===== src/logic/cpu_consts.svh =====
// CPU constants
`ifndef CPU_CONSTS_SVH
`define CPU_CONSTS_SVH

// Data and address word width
`define CPU_WORD_W 32

// Architectural register count, register 0 included
`define CPU_REG_COUNT 32

// First fetch address after reset
`define CPU_PC_INIT 32'h0000_0000

`endif


===== src/logic/cpu_types_pkg.sv =====
// CPU type definitions
package cpu_types_pkg;

    // Data and address word
    typedef logic [31:0] word_t;

    // Register index
    typedef logic [4:0] regbits_t;

    // Major opcodes of the supported subset
    typedef enum logic [5:0] {
        RTYPE = 6'b000000,
        J     = 6'b000010,
        JAL   = 6'b000011,
        BEQ   = 6'b000100,
        BNE   = 6'b000101,
        ADDIU = 6'b001001,
        ORI   = 6'b001101,
        LUI   = 6'b001111,
        LW    = 6'b100011,
        SW    = 6'b101011,
        HALT  = 6'b111111
    } opcode_t;

    // R-type function codes
    typedef enum logic [5:0] {
        JR   = 6'b001000,
        ADDU = 6'b100001,
        SUBU = 6'b100011,
        AND  = 6'b100100,
        OR   = 6'b100101,
        SLT  = 6'b101010
    } funct_t;

    // ALU operations
    typedef enum logic [2:0] {
        ALU_ADD = 3'd0,
        ALU_SUB = 3'd1,
        ALU_AND = 3'd2,
        ALU_OR  = 3'd3,
        ALU_SLT = 3'd4,
        ALU_LUI = 3'd5
    } aluop_t;

endpackage


===== src/logic/alu.sv =====
// Arithmetic logic unit
`timescale 1ns/10ps

module alu (
    input  cpu_types_pkg::word_t   port_a,
    input  cpu_types_pkg::word_t   port_b,
    input  cpu_types_pkg::aluop_t  alu_op,
    output cpu_types_pkg::word_t   out_port
);
    always_comb begin
        case (alu_op)
            cpu_types_pkg::ALU_ADD: out_port = port_a + port_b;
            cpu_types_pkg::ALU_SUB: out_port = port_a - port_b;
            cpu_types_pkg::ALU_AND: out_port = port_a & port_b;
            cpu_types_pkg::ALU_OR:  out_port = port_a | port_b;
            // Signed compare
            cpu_types_pkg::ALU_SLT: begin
                out_port = ($signed(port_a) < $signed(port_b)) ? 32'd1 : 32'd0;
            end
            // Immediate moves to the upper half
            cpu_types_pkg::ALU_LUI: out_port = {port_b[15:0], 16'h0000};
            default:                out_port = '0;
        endcase
    end

endmodule


===== src/logic/control_unit.sv =====
// Instruction decoder
`timescale 1ns/10ps

module control_unit (
    input  cpu_types_pkg::opcode_t opcode,
    input  cpu_types_pkg::funct_t  funct,
    output logic                   reg_dst,
    output logic                   alu_src,
    output logic                   ext_signed,
    output logic                   mem_to_reg,
    output logic                   reg_wen,
    output logic                   dmem_ren,
    output logic                   dmem_wen,
    output logic                   branch_eq,
    output logic                   branch_ne,
    output logic                   jump,
    output logic                   jump_link,
    output logic                   jump_reg,
    output logic                   halt_op,
    output cpu_types_pkg::aluop_t  alu_op
);
    always_comb begin
        // Unknown codes fall through as no-operations
        reg_dst    = 1'b0;
        alu_src    = 1'b0;
        ext_signed = 1'b0;
        mem_to_reg = 1'b0;
        reg_wen    = 1'b0;
        dmem_ren   = 1'b0;
        dmem_wen   = 1'b0;
        branch_eq  = 1'b0;
        branch_ne  = 1'b0;
        jump       = 1'b0;
        jump_link  = 1'b0;
        jump_reg   = 1'b0;
        halt_op    = 1'b0;
        alu_op     = cpu_types_pkg::ALU_ADD;
        case (opcode)
            cpu_types_pkg::RTYPE: begin
                reg_dst = 1'b1;
                reg_wen = 1'b1;
                case (funct)
                    cpu_types_pkg::ADDU: alu_op = cpu_types_pkg::ALU_ADD;
                    cpu_types_pkg::SUBU: alu_op = cpu_types_pkg::ALU_SUB;
                    cpu_types_pkg::AND:  alu_op = cpu_types_pkg::ALU_AND;
                    cpu_types_pkg::OR:   alu_op = cpu_types_pkg::ALU_OR;
                    cpu_types_pkg::SLT:  alu_op = cpu_types_pkg::ALU_SLT;
                    cpu_types_pkg::JR: begin
                        reg_dst  = 1'b0;
                        reg_wen  = 1'b0;
                        jump_reg = 1'b1;
                    end
                    default: begin
                        reg_dst = 1'b0;
                        reg_wen = 1'b0;
                    end
                endcase
            end
            cpu_types_pkg::ADDIU: begin
                alu_src    = 1'b1;
                ext_signed = 1'b1;
                reg_wen    = 1'b1;
            end
            cpu_types_pkg::ORI: begin
                alu_src = 1'b1;
                reg_wen = 1'b1;
                alu_op  = cpu_types_pkg::ALU_OR;
            end
            cpu_types_pkg::LUI: begin
                alu_src = 1'b1;
                reg_wen = 1'b1;
                alu_op  = cpu_types_pkg::ALU_LUI;
            end
            cpu_types_pkg::LW: begin
                alu_src    = 1'b1;
                ext_signed = 1'b1;
                mem_to_reg = 1'b1;
                reg_wen    = 1'b1;
                dmem_ren   = 1'b1;
            end
            cpu_types_pkg::SW: begin
                alu_src    = 1'b1;
                ext_signed = 1'b1;
                dmem_wen   = 1'b1;
            end
            // Branch offsets are signed
            cpu_types_pkg::BEQ: begin
                ext_signed = 1'b1;
                branch_eq  = 1'b1;
            end
            cpu_types_pkg::BNE: begin
                ext_signed = 1'b1;
                branch_ne  = 1'b1;
            end
            cpu_types_pkg::J:    jump = 1'b1;
            cpu_types_pkg::JAL: begin
                jump      = 1'b1;
                jump_link = 1'b1;
                reg_wen   = 1'b1;
            end
            cpu_types_pkg::HALT: halt_op = 1'b1;
            default: ;
        endcase
    end

endmodule


===== src/logic/datapath.sv =====
// Five-stage pipelined datapath
`timescale 1ns/10ps
`include "cpu_consts.svh"

module datapath (
    input  logic                 CLK,
    input  logic                 reset,
    input  logic                 ihit,
    input  cpu_types_pkg::word_t imemload,
    input  logic                 dhit,
    input  cpu_types_pkg::word_t dmemload,
    output logic                 imem_ren,
    output cpu_types_pkg::word_t imemaddr,
    output logic                 dmem_ren,
    output logic                 dmem_wen,
    output cpu_types_pkg::word_t dmemaddr,
    output cpu_types_pkg::word_t dmemstore,
    output logic                 halt
);
    cpu_types_pkg::word_t    pc, pc_plus4, next_pc;
    logic                    advance, stall, redirect, fetch_stop;
    // IF/ID
    logic                    ifid_valid;
    cpu_types_pkg::word_t    ifid_instr, ifid_pc4;
    // ID/EX
    logic                    idex_valid, idex_alu_src, idex_mem_to_reg, idex_reg_wen;
    logic                    idex_dren, idex_dwen, idex_link, idex_halt;
    cpu_types_pkg::aluop_t   idex_alu_op;
    cpu_types_pkg::word_t    idex_pc4, idex_rdat1, idex_rdat2, idex_imm;
    cpu_types_pkg::regbits_t idex_rs, idex_rt, idex_dest;
    // EX/MEM
    logic                    exmem_valid, exmem_mem_to_reg, exmem_reg_wen;
    logic                    exmem_dren, exmem_dwen, exmem_link, exmem_halt;
    cpu_types_pkg::word_t    exmem_pc4, exmem_alu, exmem_store;
    cpu_types_pkg::regbits_t exmem_dest;
    // MEM/WB
    logic                    memwb_valid, memwb_mem_to_reg, memwb_reg_wen;
    logic                    memwb_link, memwb_halt;
    cpu_types_pkg::word_t    memwb_pc4, memwb_alu, memwb_dload;
    cpu_types_pkg::regbits_t memwb_dest;
    // Decode
    cpu_types_pkg::regbits_t id_rs, id_rt, id_rd, id_dest;
    logic                    reg_dst, alu_src, ext_signed, mem_to_reg, reg_wen;
    logic                    id_dren, id_dwen, branch_eq, branch_ne;
    logic                    jump, jump_link, jump_reg, halt_op;
    logic                    branch_taken, load_stall, branch_stall;
    cpu_types_pkg::aluop_t   alu_op;
    cpu_types_pkg::word_t    rdat1, rdat2, id_imm, branch_target, jump_target;
    // Execute and writeback
    logic [1:0]              forward_a, forward_b;
    cpu_types_pkg::word_t    alu_a, fwd_b, alu_b, alu_out, mem_result, wb_data;

    // Frozen while fetch misses or a data request waits for its hit
    assign advance = ihit && (!(exmem_valid && (exmem_dren || exmem_dwen)) || dhit);

    assign pc_plus4 = pc + 32'd4;
    assign id_rs    = ifid_instr[25:21];
    assign id_rt    = ifid_instr[20:16];
    assign id_rd    = ifid_instr[15:11];
    assign id_dest  = jump_link ? 5'd31 : (reg_dst ? id_rd : id_rt);
    assign id_imm   = ext_signed ? {{(`CPU_WORD_W-16){ifid_instr[15]}}, ifid_instr[15:0]}
                                 : {{(`CPU_WORD_W-16){1'b0}}, ifid_instr[15:0]};

    // Branches and jumps resolve in decode
    assign branch_target = ifid_pc4 + {id_imm[29:0], 2'b00};
    assign jump_target   = {ifid_pc4[31:28], ifid_instr[25:0], 2'b00};
    assign stall         = ifid_valid && (load_stall || branch_stall);
    assign branch_taken  = (branch_eq && rdat1 == rdat2) || (branch_ne && rdat1 != rdat2);
    assign redirect      = ifid_valid && !stall && (branch_taken || jump || jump_reg);

    // No fetch past a HALT
    assign fetch_stop = (ifid_valid && halt_op) || (idex_valid && idex_halt) ||
                        (exmem_valid && exmem_halt) || (memwb_valid && memwb_halt) || halt;

    always_comb begin
        if (!redirect) begin
            next_pc = pc_plus4;
        end else if (jump_reg) begin
            next_pc = rdat1;
        end else if (jump) begin
            next_pc = jump_target;
        end else begin
            next_pc = branch_target;
        end
    end

    // Forwarding muxes and ALU operands
    assign mem_result = exmem_link ? exmem_pc4 : exmem_alu;
    assign alu_a = forward_a[1] ? mem_result : (forward_a[0] ? wb_data : idex_rdat1);
    assign fwd_b = forward_b[1] ? mem_result : (forward_b[0] ? wb_data : idex_rdat2);
    assign alu_b = idex_alu_src ? idex_imm : fwd_b;

    always_comb begin
        if (memwb_link) begin
            wb_data = memwb_pc4;
        end else if (memwb_mem_to_reg) begin
            wb_data = memwb_dload;
        end else begin
            wb_data = memwb_alu;
        end
    end

    // Stage valid bits, PC and halt flag
    always_ff @(posedge CLK) begin
        if (reset) begin
            pc          <= `CPU_PC_INIT;
            ifid_valid  <= 1'b0;
            idex_valid  <= 1'b0;
            exmem_valid <= 1'b0;
            memwb_valid <= 1'b0;
            halt        <= 1'b0;
        end else begin
            if (memwb_valid && memwb_halt) begin
                halt <= 1'b1;
            end
            if (advance) begin
                if (!stall && !fetch_stop) begin
                    pc <= next_pc;
                end
                if (!stall) begin
                    ifid_valid <= !fetch_stop && !redirect;
                end
                idex_valid  <= ifid_valid && !stall;
                exmem_valid <= idex_valid;
                memwb_valid <= exmem_valid;
            end
        end
    end

    // Stage payloads
    always_ff @(posedge CLK) begin
        if (advance) begin
            if (!stall) begin
                ifid_instr <= imemload;
                ifid_pc4   <= pc_plus4;
            end
            idex_pc4        <= ifid_pc4;
            idex_rdat1      <= rdat1;
            idex_rdat2      <= rdat2;
            idex_imm        <= id_imm;
            idex_rs         <= id_rs;
            idex_rt         <= id_rt;
            idex_dest       <= id_dest;
            idex_alu_op     <= alu_op;
            idex_alu_src    <= alu_src;
            idex_mem_to_reg <= mem_to_reg;
            idex_reg_wen    <= reg_wen;
            idex_dren       <= id_dren;
            idex_dwen       <= id_dwen;
            idex_link       <= jump_link;
            idex_halt       <= halt_op;
            exmem_pc4        <= idex_pc4;
            exmem_alu        <= alu_out;
            exmem_store      <= fwd_b;
            exmem_dest       <= idex_dest;
            exmem_mem_to_reg <= idex_mem_to_reg;
            exmem_reg_wen    <= idex_reg_wen;
            exmem_dren       <= idex_dren;
            exmem_dwen       <= idex_dwen;
            exmem_link       <= idex_link;
            exmem_halt       <= idex_halt;
            memwb_pc4        <= exmem_pc4;
            memwb_alu        <= exmem_alu;
            memwb_dload      <= dmemload;
            memwb_dest       <= exmem_dest;
            memwb_mem_to_reg <= exmem_mem_to_reg;
            memwb_reg_wen    <= exmem_reg_wen;
            memwb_link       <= exmem_link;
            memwb_halt       <= exmem_halt;
        end
    end

    register_file i_register_file (
        .CLK(CLK), .reset(reset), .wen(memwb_valid && memwb_reg_wen),
        .wsel(memwb_dest), .wdat(wb_data), .rsel1(id_rs), .rsel2(id_rt),
        .rdat1(rdat1), .rdat2(rdat2)
    );

    control_unit i_control_unit (
        .opcode(cpu_types_pkg::opcode_t'(ifid_instr[31:26])),
        .funct(cpu_types_pkg::funct_t'(ifid_instr[5:0])),
        .reg_dst(reg_dst), .alu_src(alu_src), .ext_signed(ext_signed),
        .mem_to_reg(mem_to_reg), .reg_wen(reg_wen), .dmem_ren(id_dren),
        .dmem_wen(id_dwen), .branch_eq(branch_eq), .branch_ne(branch_ne),
        .jump(jump), .jump_link(jump_link), .jump_reg(jump_reg),
        .halt_op(halt_op), .alu_op(alu_op)
    );

    hazard_unit i_hazard_unit (
        .id_rs(id_rs), .id_rt(id_rt), .ex_dest(idex_dest), .mem_dest(exmem_dest),
        .wb_dest(memwb_dest), .ex_rs(idex_rs), .ex_rt(idex_rt),
        .ex_wen(idex_valid && idex_reg_wen), .mem_wen(exmem_valid && exmem_reg_wen),
        .wb_wen(memwb_valid && memwb_reg_wen), .ex_load(idex_valid && idex_dren),
        .id_uses_rt(reg_dst || id_dwen || branch_eq || branch_ne),
        .id_compare(branch_eq || branch_ne || jump_reg),
        .load_stall(load_stall), .branch_stall(branch_stall),
        .forward_a(forward_a), .forward_b(forward_b)
    );

    alu i_alu (
        .port_a(alu_a), .port_b(alu_b), .alu_op(idex_alu_op), .out_port(alu_out)
    );

    // Memory ports
    assign imem_ren  = 1'b1;
    assign imemaddr  = pc;
    assign dmem_ren  = exmem_valid && exmem_dren;
    assign dmem_wen  = exmem_valid && exmem_dwen;
    assign dmemaddr  = exmem_alu;
    assign dmemstore = exmem_store;

endmodule


===== src/logic/hazard_unit.sv =====
// Stall and forwarding logic
`timescale 1ns/10ps

module hazard_unit (
    input  cpu_types_pkg::regbits_t id_rs,
    input  cpu_types_pkg::regbits_t id_rt,
    input  cpu_types_pkg::regbits_t ex_dest,
    input  cpu_types_pkg::regbits_t mem_dest,
    input  cpu_types_pkg::regbits_t wb_dest,
    input  cpu_types_pkg::regbits_t ex_rs,
    input  cpu_types_pkg::regbits_t ex_rt,
    input  logic                    ex_wen,
    input  logic                    mem_wen,
    input  logic                    wb_wen,
    input  logic                    ex_load,
    input  logic                    id_uses_rt,
    input  logic                    id_compare,
    output logic                    load_stall,
    output logic                    branch_stall,
    output logic [1:0]              forward_a,
    output logic [1:0]              forward_b
);
    logic ex_hit, mem_hit;

    // Memory stage result wins over writeback
    function automatic logic [1:0] fwd_sel(
        input cpu_types_pkg::regbits_t src,
        input cpu_types_pkg::regbits_t m_dest,
        input logic                    m_wen,
        input cpu_types_pkg::regbits_t w_dest,
        input logic                    w_wen
    );
        if (src == '0) begin
            return 2'b00;
        end
        if (m_wen && m_dest == src) begin
            return 2'b10;
        end
        return (w_wen && w_dest == src) ? 2'b01 : 2'b00;
    endfunction

    // Pending writes that a decode source depends on
    assign ex_hit = ex_wen && ex_dest != '0 &&
                    (ex_dest == id_rs || (id_uses_rt && ex_dest == id_rt));
    assign mem_hit = mem_wen && mem_dest != '0 &&
                     (mem_dest == id_rs || (id_uses_rt && mem_dest == id_rt));

    assign load_stall   = ex_load && ex_hit;
    assign branch_stall = id_compare && (ex_hit || mem_hit);

    assign forward_a = fwd_sel(ex_rs, mem_dest, mem_wen, wb_dest, wb_wen);
    assign forward_b = fwd_sel(ex_rt, mem_dest, mem_wen, wb_dest, wb_wen);

endmodule


===== src/logic/register_file.sv =====
// Register file
`timescale 1ns/10ps
`include "cpu_consts.svh"

module register_file (
    input  logic                    CLK,
    input  logic                    reset,
    input  logic                    wen,
    input  cpu_types_pkg::regbits_t wsel,
    input  cpu_types_pkg::word_t    wdat,
    input  cpu_types_pkg::regbits_t rsel1,
    input  cpu_types_pkg::regbits_t rsel2,
    output cpu_types_pkg::word_t    rdat1,
    output cpu_types_pkg::word_t    rdat2
);
    cpu_types_pkg::word_t regs [`CPU_REG_COUNT];

    // Register 0 is never written, so it stays at zero from reset
    always_ff @(posedge CLK) begin
        if (reset) begin
            for (int i = 0; i < `CPU_REG_COUNT; i++) begin
                regs[i] <= '0;
            end
        end else if (wen && wsel != '0) begin
            regs[wsel] <= wdat;
        end
    end

    // Bypass of the write port so decode sees the writeback value
    assign rdat1 = (rsel1 == '0) ? '0 : (wen && wsel == rsel1) ? wdat : regs[rsel1];
    assign rdat2 = (rsel2 == '0) ? '0 : (wen && wsel == rsel2) ? wdat : regs[rsel2];

endmodule

===== config.mk =====
export PLATFORM = sky130hd
export DESIGN_NAME = datapath
export DESIGN_NICKNAME = d
export VERILOG_FILES = /design/src/logic/cpu_types_pkg.sv /design/src/logic/alu.sv /design/src/logic/control_unit.sv /design/src/logic/datapath.sv /design/src/logic/hazard_unit.sv /design/src/logic/register_file.sv
export VERILOG_INCLUDE_DIRS = /design/src /design/src/logic
export SDC_FILE = /design/constraint.sdc
export NUM_CORES = 2
export LEC_CHECK = 0
export BUFFER_PORTS_ARGS = -buffer_cell sky130_fd_sc_hd__buf_2
export CAP_MARGIN = 20
export CORE_AREA = 2 2 383 385
export DETAILED_ROUTE_END_ITERATION = 10
export DIE_AREA = 0 0 385 387
export GPL_TIMING_DRIVEN = 1
export MAX_ROUTING_LAYER = met4
export PLACE_DENSITY = 0.75
export SETUP_SLACK_MARGIN = 0.4
export SLEW_MARGIN = 10
export SYNTH_ARGS = -nofsm -noshare
export SYNTH_HDL_FRONTEND = slang
export SYNTH_SLANG_ARGS = --single-unit
export TNS_END_PERCENT = 10

===== constraint.sdc =====
create_clock -name CLK -period 17.2 [get_ports CLK]
set_input_delay 4.3 -clock CLK [delete_from_list [all_inputs] [get_ports CLK]]
set_output_delay 4.3 -clock CLK [all_outputs]
set_load 0.1 [all_outputs]

## Yosys cells after proc, flatten, opt, wreduce, memory -nomap -nowiden

Memory sizes are Yosys's and may differ from the RTL's. A register that Yosys moved wholly into a read port is not among the register bits.
Index checks and enable logic that the tools add are counted.

| word-level totals | value |
|---|---|
| memories | 1 |
| flip-flop bits (word level) | 463 |
| logic and storage cells | 216 |
| RAM bits | 1024 |
| output and inout bits | 100 |
| input bits | 68 |

Memories:

| name | depth | width | rd ports | clocked after Yosys merged registers in | wr ports | line | source |
|---|---|---|---|---|---|---|---|
| i_register_file.regs | 32 | 32 | 2 | 2 | 32 | register_file.sv:16 | `` cpu_types_pkg::word_t regs [`CPU_REG_COUNT]; `` |

| cells by class | value |
|---|---|
| order comparisons | 1 |
| reductions and logical operators | 73 |
| bitwise operators | 3 |
| muxes and demuxes | 61 |
| equal/unequal tests | 33 |
| $add $sub $neg | 4 |

Operator list:

| operator | count |
|---|---|
| $mux 32 | 16 |
| $pmux 32 s6 | 1 |
| $add 32x32->32 | 2 |
| $eq 5x5->1 | 10 |
| $eq 6x6->1 const B | 8 |
| $logic_and 1x1->1 | 34 |
| $add 32x3->32 const B | 1 |
| $and 32x32->32 | 1 |
| $eq 32x32->1 | 1 |
| $lt 32x32->1 | 1 |
| $ne 32x32->1 | 1 |
| $or 32x32->32 | 1 |
| $reduce_or 32->1 | 1 |
| $sub 32x32->32 | 1 |
| $mux 30 | 1 |
| $mux 1 | 28 |
| $eq 6x4->1 const B | 4 |
| $logic_not 5->1 | 4 |
| $mux 5 | 4 |
| $reduce_or 5->1 | 4 |
| $logic_or 1x1->1 | 18 |
| $mux 2 | 8 |
| $reduce_bool 5->1 | 3 |
| $eq 6x2->1 const B | 2 |
| 13 further kinds | 20 |

## Logic depth before layout (Yosys ltp)

| logic depth | value |
|---|---|
| depth after elaboration | 19 |
| mapped depth | 29 |
| gate-level depth less buffers | 27 |

## Hierarchy

Synthesis repeated with hierarchy kept, for this count alone.

| unflattened totals | value |
|---|---|
| cells, all modules | 6174 |
| area total of the unflattened synthesis | 80980.2 µm² |

Modules (own cells, without submodules):

| module | seq. area each (µm²) | times used | cells each | area each (µm²) |
|---|---|---|---|---|
| register_file | 30749.5 | 1 | 3802 | 55061.6 |
| datapath | 13202.7 | 1 | 1487 | 20040.5 |
| alu | 0.0 | 1 | 758 | 4972.3 |
| hazard_unit | 0.0 | 1 | 78 | 586.8 |
| control_unit | 0.0 | 1 | 49 | 319.1 |

## Worst setup path before layout

OpenSTA, ideal clock, no wires.

| path | value |
|---|---|
| path type | input to register |
| start point | input dhit |
| end point | register ifid_instr[0] (enable) |
| stages | 5 |
| slack | 2.235 ns |
| arrival | 14.512 ns |
| required time | 16.747 ns |
| setup time | 0.453 ns |
| buffers on the path | 1 |
| cell sequence | o21ai_0 inv_1 o31ai_1 inv_1 clkbuf_1 |

| between the ends | value |
|---|---|
| cells in the longest elaborated chain, start to end | 3 |

Ends and longest elaborated chain:

| element | line | source |
|---|---|---|
| start: declaration | datapath.sv:10 | `input logic dhit,` |
| $logic_or 1x1->1 | datapath.sv:54 | `assign advance = ihit && (!(exmem_valid && (exmem_dren \|\| exmem_dwen)) \|\| dhit);` |
| $logic_and 1x1->1 | datapath.sv:54 |  |
| via advance | datapath.sv:21 | `logic advance, stall, redirect, fetch_stop;` |
| $reduce_and 2->1 (no source line) | - |  |
| end signal: assignment | datapath.sv:134 | `ifid_instr <= imemload;` |
| end: declaration | datapath.sv:24 | `cpu_types_pkg::word_t ifid_instr, ifid_pc4;` |

The timed path passes the listed nets, and every way through them passes these cells.
A chain may end at the register's enable or synchronous reset.

==> impl.org <==
** Outcome
- Result of the run :: finished clean

** Global route
- The first global-routing pass estimated 409,500 um of wire.
- Number of global-route vias before repair :: 55,730
- Pin count of the biggest net entering global routing :: 124
- Antenna violations before repair :: 19
- The total overflow left after global routing is 0.
- For this run, the total global-route usage over all layers was measured as roughly two fifths.

** Drt
- ANT nets after route :: 0
- Overall via count from detail_route :: approximately 60,000
- After detailed routing, the number of vias per cell comes to 7.127.
- Number of design rule violations left after detail routing :: 0
- In this run, the number of DRC markers left after iteration 0 of detailed routing was around 11,000.
- The routed design has roughly 290,000 um of wire.
- Post-detailed-route wirelength per cell :: 35.12 um
- First drt pass iteration count :: 9

** Setup path
- Slowest cell delay on critical path :: 0.97 ns
- For the worst flop-to-flop path, the logic depth is 17.
- List of cells traversed by the critical path :: buf_4 -> buf_4 -> buf_4 -> mux4_2 -> a22oi_1 -> nand2_1 -> o22ai_1 -> a211oi_1 -> xnor2_1 -> o2111ai_1 -> nor4_2 -> nand4b_1 -> mux2i_1 -> or3_4 -> nand3_4 -> a2111oi_0 -> a221o_1
- Required time of the critical path :: 17.97 ns
- STA classifies the critical path startpoint as a flop.
- Critical-path top delay cell :: sky130_fd_sc_hd__dfxtp_4
- Along the worst path, the maximum fanout reaches between 40 and 50.
- Data arrival at the endpoint of the critical path :: about 8.8 ns
- Reg-to-reg critical path endpoint :: imemaddr[11]$_SDFFE_PP0P_
- The most numerous cell type found on the critical path is sky130_fd_sc_hd__buf_4.
- The worst setup path is of the flop to flop kind.
- For flop-to-flop paths, the worst setup slack is roughly 9.1 ns.
- Crit path capture type :: flop
- Following the worst setup path forward leads to its endpoint at imemaddr[11]$_SDFFE_PP0P_.

** Finish
- Relative to the synthesized area, the layout overhead comes to 9.472%.
- At the end of the flow, the number of nets in the layout was 6,414.
- After routing the design area is slightly below 0.09 mm^2.
- More flip-flops sit in one register than any other, and that register is i_register_file.regs.
- Fraction of final layout cells sized beyond drive strength 1 :: between 10% and 20%
- Final core area utilization :: between 50% and 60%
- The register with the most flip-flops in the layout has 1,024 of them.

** Placed design
- After detailed placement, the total cell area comes to 0.08145 mm^2.
- DP Wirelength :: 193,600 um
- At the end of routability-driven placement, the weighted congestion stood at 1.111.
- Post-placement setup slack :: 9.071 ns
- # port buffers :: 166

** Logic synthesis
- Counting every instance in the synthesized netlist gives roughly 6,200.
- The most used flip-flop cell after synthesis is sky130_fd_sc_hd__edfxtp_1.
- Flip-flop and latch count after synthesis :: around 1,500
- EDFF count, synth :: 1,437
- Cell types with the highest counts after synthesis :: sky130_fd_sc_hd__edfxtp_1 (1,437), sky130_fd_sc_hd__nor2_1 (1,298), sky130_fd_sc_hd__mux4_2 (432)
- Synth async-reset ratio :: 0%
- Ranking of synthesized cells by area :: sky130_fd_sc_hd__edfxtp_1 (55%), sky130_fd_sc_hd__mux4_2 (12%), sky130_fd_sc_hd__nor2_1 (6.2%)
- The number of different library cells used by synthesis comes to 105.
- Post-synthesis average cell area :: roughly 13 um^2
- Synthesized area :: 0.07915 mm^2
- Sequential fraction of the synthesis area :: between 50% and 60%
- Yosys printed 0 warnings.
- In this run the biggest area consumer among cell types represents 54.52% of the synthesized area.
- By instance count, the leading cell after synthesis is sky130_fd_sc_hd__edfxtp_1.
- Summed over all instances, the cell type with the most area after synthesis is sky130_fd_sc_hd__edfxtp_1.

** Timing
- Finish-stage setup viols :: 0
- Min cycle time layout :: 8.056 ns
- The final count of pins violating max slew came to 0.
- Setup repair after global routing left no endpoint under its margin.
- Share of the cycle needed by the critical path after routing :: 46.84%
- Worst slew margin relative to its limit :: approximately 7.5%
- Summed over all failing endpoints, the final setup total negative slack is 0 ns.
- Final setup slack of the worst path :: about 9 ns
- Transition time at the pin with the least slew margin :: 1.377 ns
- Final clock skew :: 0.03793 ns
- Hold timing on the final database bottoms out at a slack of 0.4177 ns.
- Hold Vio Cnt, Final :: 0
- For this run, the top clock speed supported by timing is 0.1241 GHz.

** CTS
- Buffer levels on the longest clock path :: 3
- Register clock-pin slew on the reported worst setup and hold paths :: around 0.060 ns
- Hold Buf Count CTS :: 0
- Root Buffer :: sky130_fd_sc_hd__clkbuf_16
- The H-tree generated during clock tree synthesis spans 4 levels.
- Gates resized during post-CTS repair numbered 0.
- At the later pin of the worst-skew pair, clock insertion delay measures 0.85 ns.
- Number of buffers inserted by post-CTS setup repair :: 0
- CTS tree :: built
- Num CTS Buffers :: 155
- Counting every sink on the clock net gives about 1,500.

** Die
- Pin placement for this block handled 168 I/O pins.
- The floorplan step set the die width to about 390 um.
- The initial utilization of the core area, before any placement, comes to ~55%.
- Placeable core region :: 0.1449 mm^2
- The die covers ~0.15 mm^2.
- Height of the chip :: 387 um
- Row generation in the floorplan step produced 140 rows.

** Power and ir drop
- Dividing total power by cell area gives a power density of ~110 mW/mm^2.
- Leakage power of the design :: around 32 nW
- Worst IR Drop VDD :: 126.3 uV

** Flow run
- Maximum Capacitance Violations :: 0

** Worst hold path
- Class of the tightest hold or removal check :: flop to flop
worst min path at each step:
stage	startpoint	to	slack [ns]	cells past startpoint
final	idex_pc4[20]$_DFFE_PP_	exmem_pc4[20]$_DFFE_PP_	0.42	0
after detailed placement	idex_pc4[24]$_DFFE_PP_	exmem_pc4[24]$_DFFE_PP_	0.40	0
after floorplan	idex_dwen$_DFFE_PP_	exmem_dwen$_DFFE_PP_	0.40	0
after global routing	idex_pc4[30]$_DFFE_PP_	exmem_pc4[30]$_DFFE_PP_	0.42	0
after global placement	idex_dwen$_DFFE_PP_	exmem_dwen$_DFFE_PP_	0.40	0
after CTS	idex_pc4[5]$_DFFE_PP_	exmem_pc4[5]$_DFFE_PP_	0.42	0
report_power, final:
group          switching, mW  internal, mW
clock                   1.49          1.92
combinational           1.37         0.586
sequential             0.158          4.17
area by class of cell:
| type | instances | area (um^2) |
|---|---|---|
| Antenna cell | 26 | 65.06 |
| Timing Repair Buffer | 330 | 2150 |
| Multi-Input combinational cell | 4061 | 32250 |
| Tap cell | 1917 | 2399 |
| Inverter | 168 | 638.1 |
| Clock buffer | 192 | 4113 |
| Sequential cell | 1484 | 44110 |
| Clock inverter | 91 | 917.1 |
| Fill cell | 11040 | 58220 |
placed cells by master (no fill, tap or decap), types with 84 or more instances in the layout:
master	count
sky130_fd_sc_hd__nand2_1	224
sky130_fd_sc_hd__a211oi_1	84
sky130_fd_sc_hd__edfxtp_1	1437
sky130_fd_sc_hd__ha_1	143
sky130_fd_sc_hd__mux2i_1	329
sky130_fd_sc_hd__xnor2_1	92
sky130_fd_sc_hd__nor2_1	1292
sky130_fd_sc_hd__a21oi_1	255
sky130_fd_sc_hd__a22oi_1	89
sky130_fd_sc_hd__mux4_2	432
sky130_fd_sc_hd__inv_1	162
sky130_fd_sc_hd__clkbuf_16	159
sky130_fd_sc_hd__buf_4	157
sky130_fd_sc_hd__o21ai_0	120
sky130_fd_sc_hd__buf_2	165
cell families (layout without fill, tap and decap cells):
logic type | Yosys count | in the layout | share of synthesized area [%]
AOI/OAI and AO/OA | 1047 | 1047 | 9.125
xor gates and xnor gates | 156 | 156 | 1.726
adders and majority gates | 146 | 146 | 2.336
buffers and inverters | 699 | 781 | 4.352
DFF | 1484 | 1484 | 55.71
muxes | 776 | 776 | 16.66
other | 2 | 59 | 0.009489
and+or+nand+nor | 1903 | 1903 | 10.08
routing by layer:
| metal | vias up | part of all wire (%) | GRT usage, % |
|---|---|---|---|
| met5 | - | 0 | - |
| met4 | 0 | 7.0 | 21.50 |
| met3 | 1088 | 17 | 15.05 |
| met2 | 5244 | 42 | 54.60 |
| met1 | 29180 | 34 | 51.68 |
| li1 | 23420 | - | - |
through the flow:
step                cells  power, mW
floorplan            6244      5.568
global placement     7954      6.213
detailed placement   7954      6.239
CTS                  8237      9.567
global route         8261      9.867
finish               8269      9.697
worst max-delay path: cells and delay by family, from the launching register on:
family,cells,cell delay [ns]
DFF,1,0.97
AOI/OAI and AO/OA,6,2.43
xor gates and xnor gates,1,0.25
buffers and inverters,3,2.27
muxes,2,0.81
and+or+nand+nor,5,1.07
No activity file was read; power rests on OpenSTA's default activity.
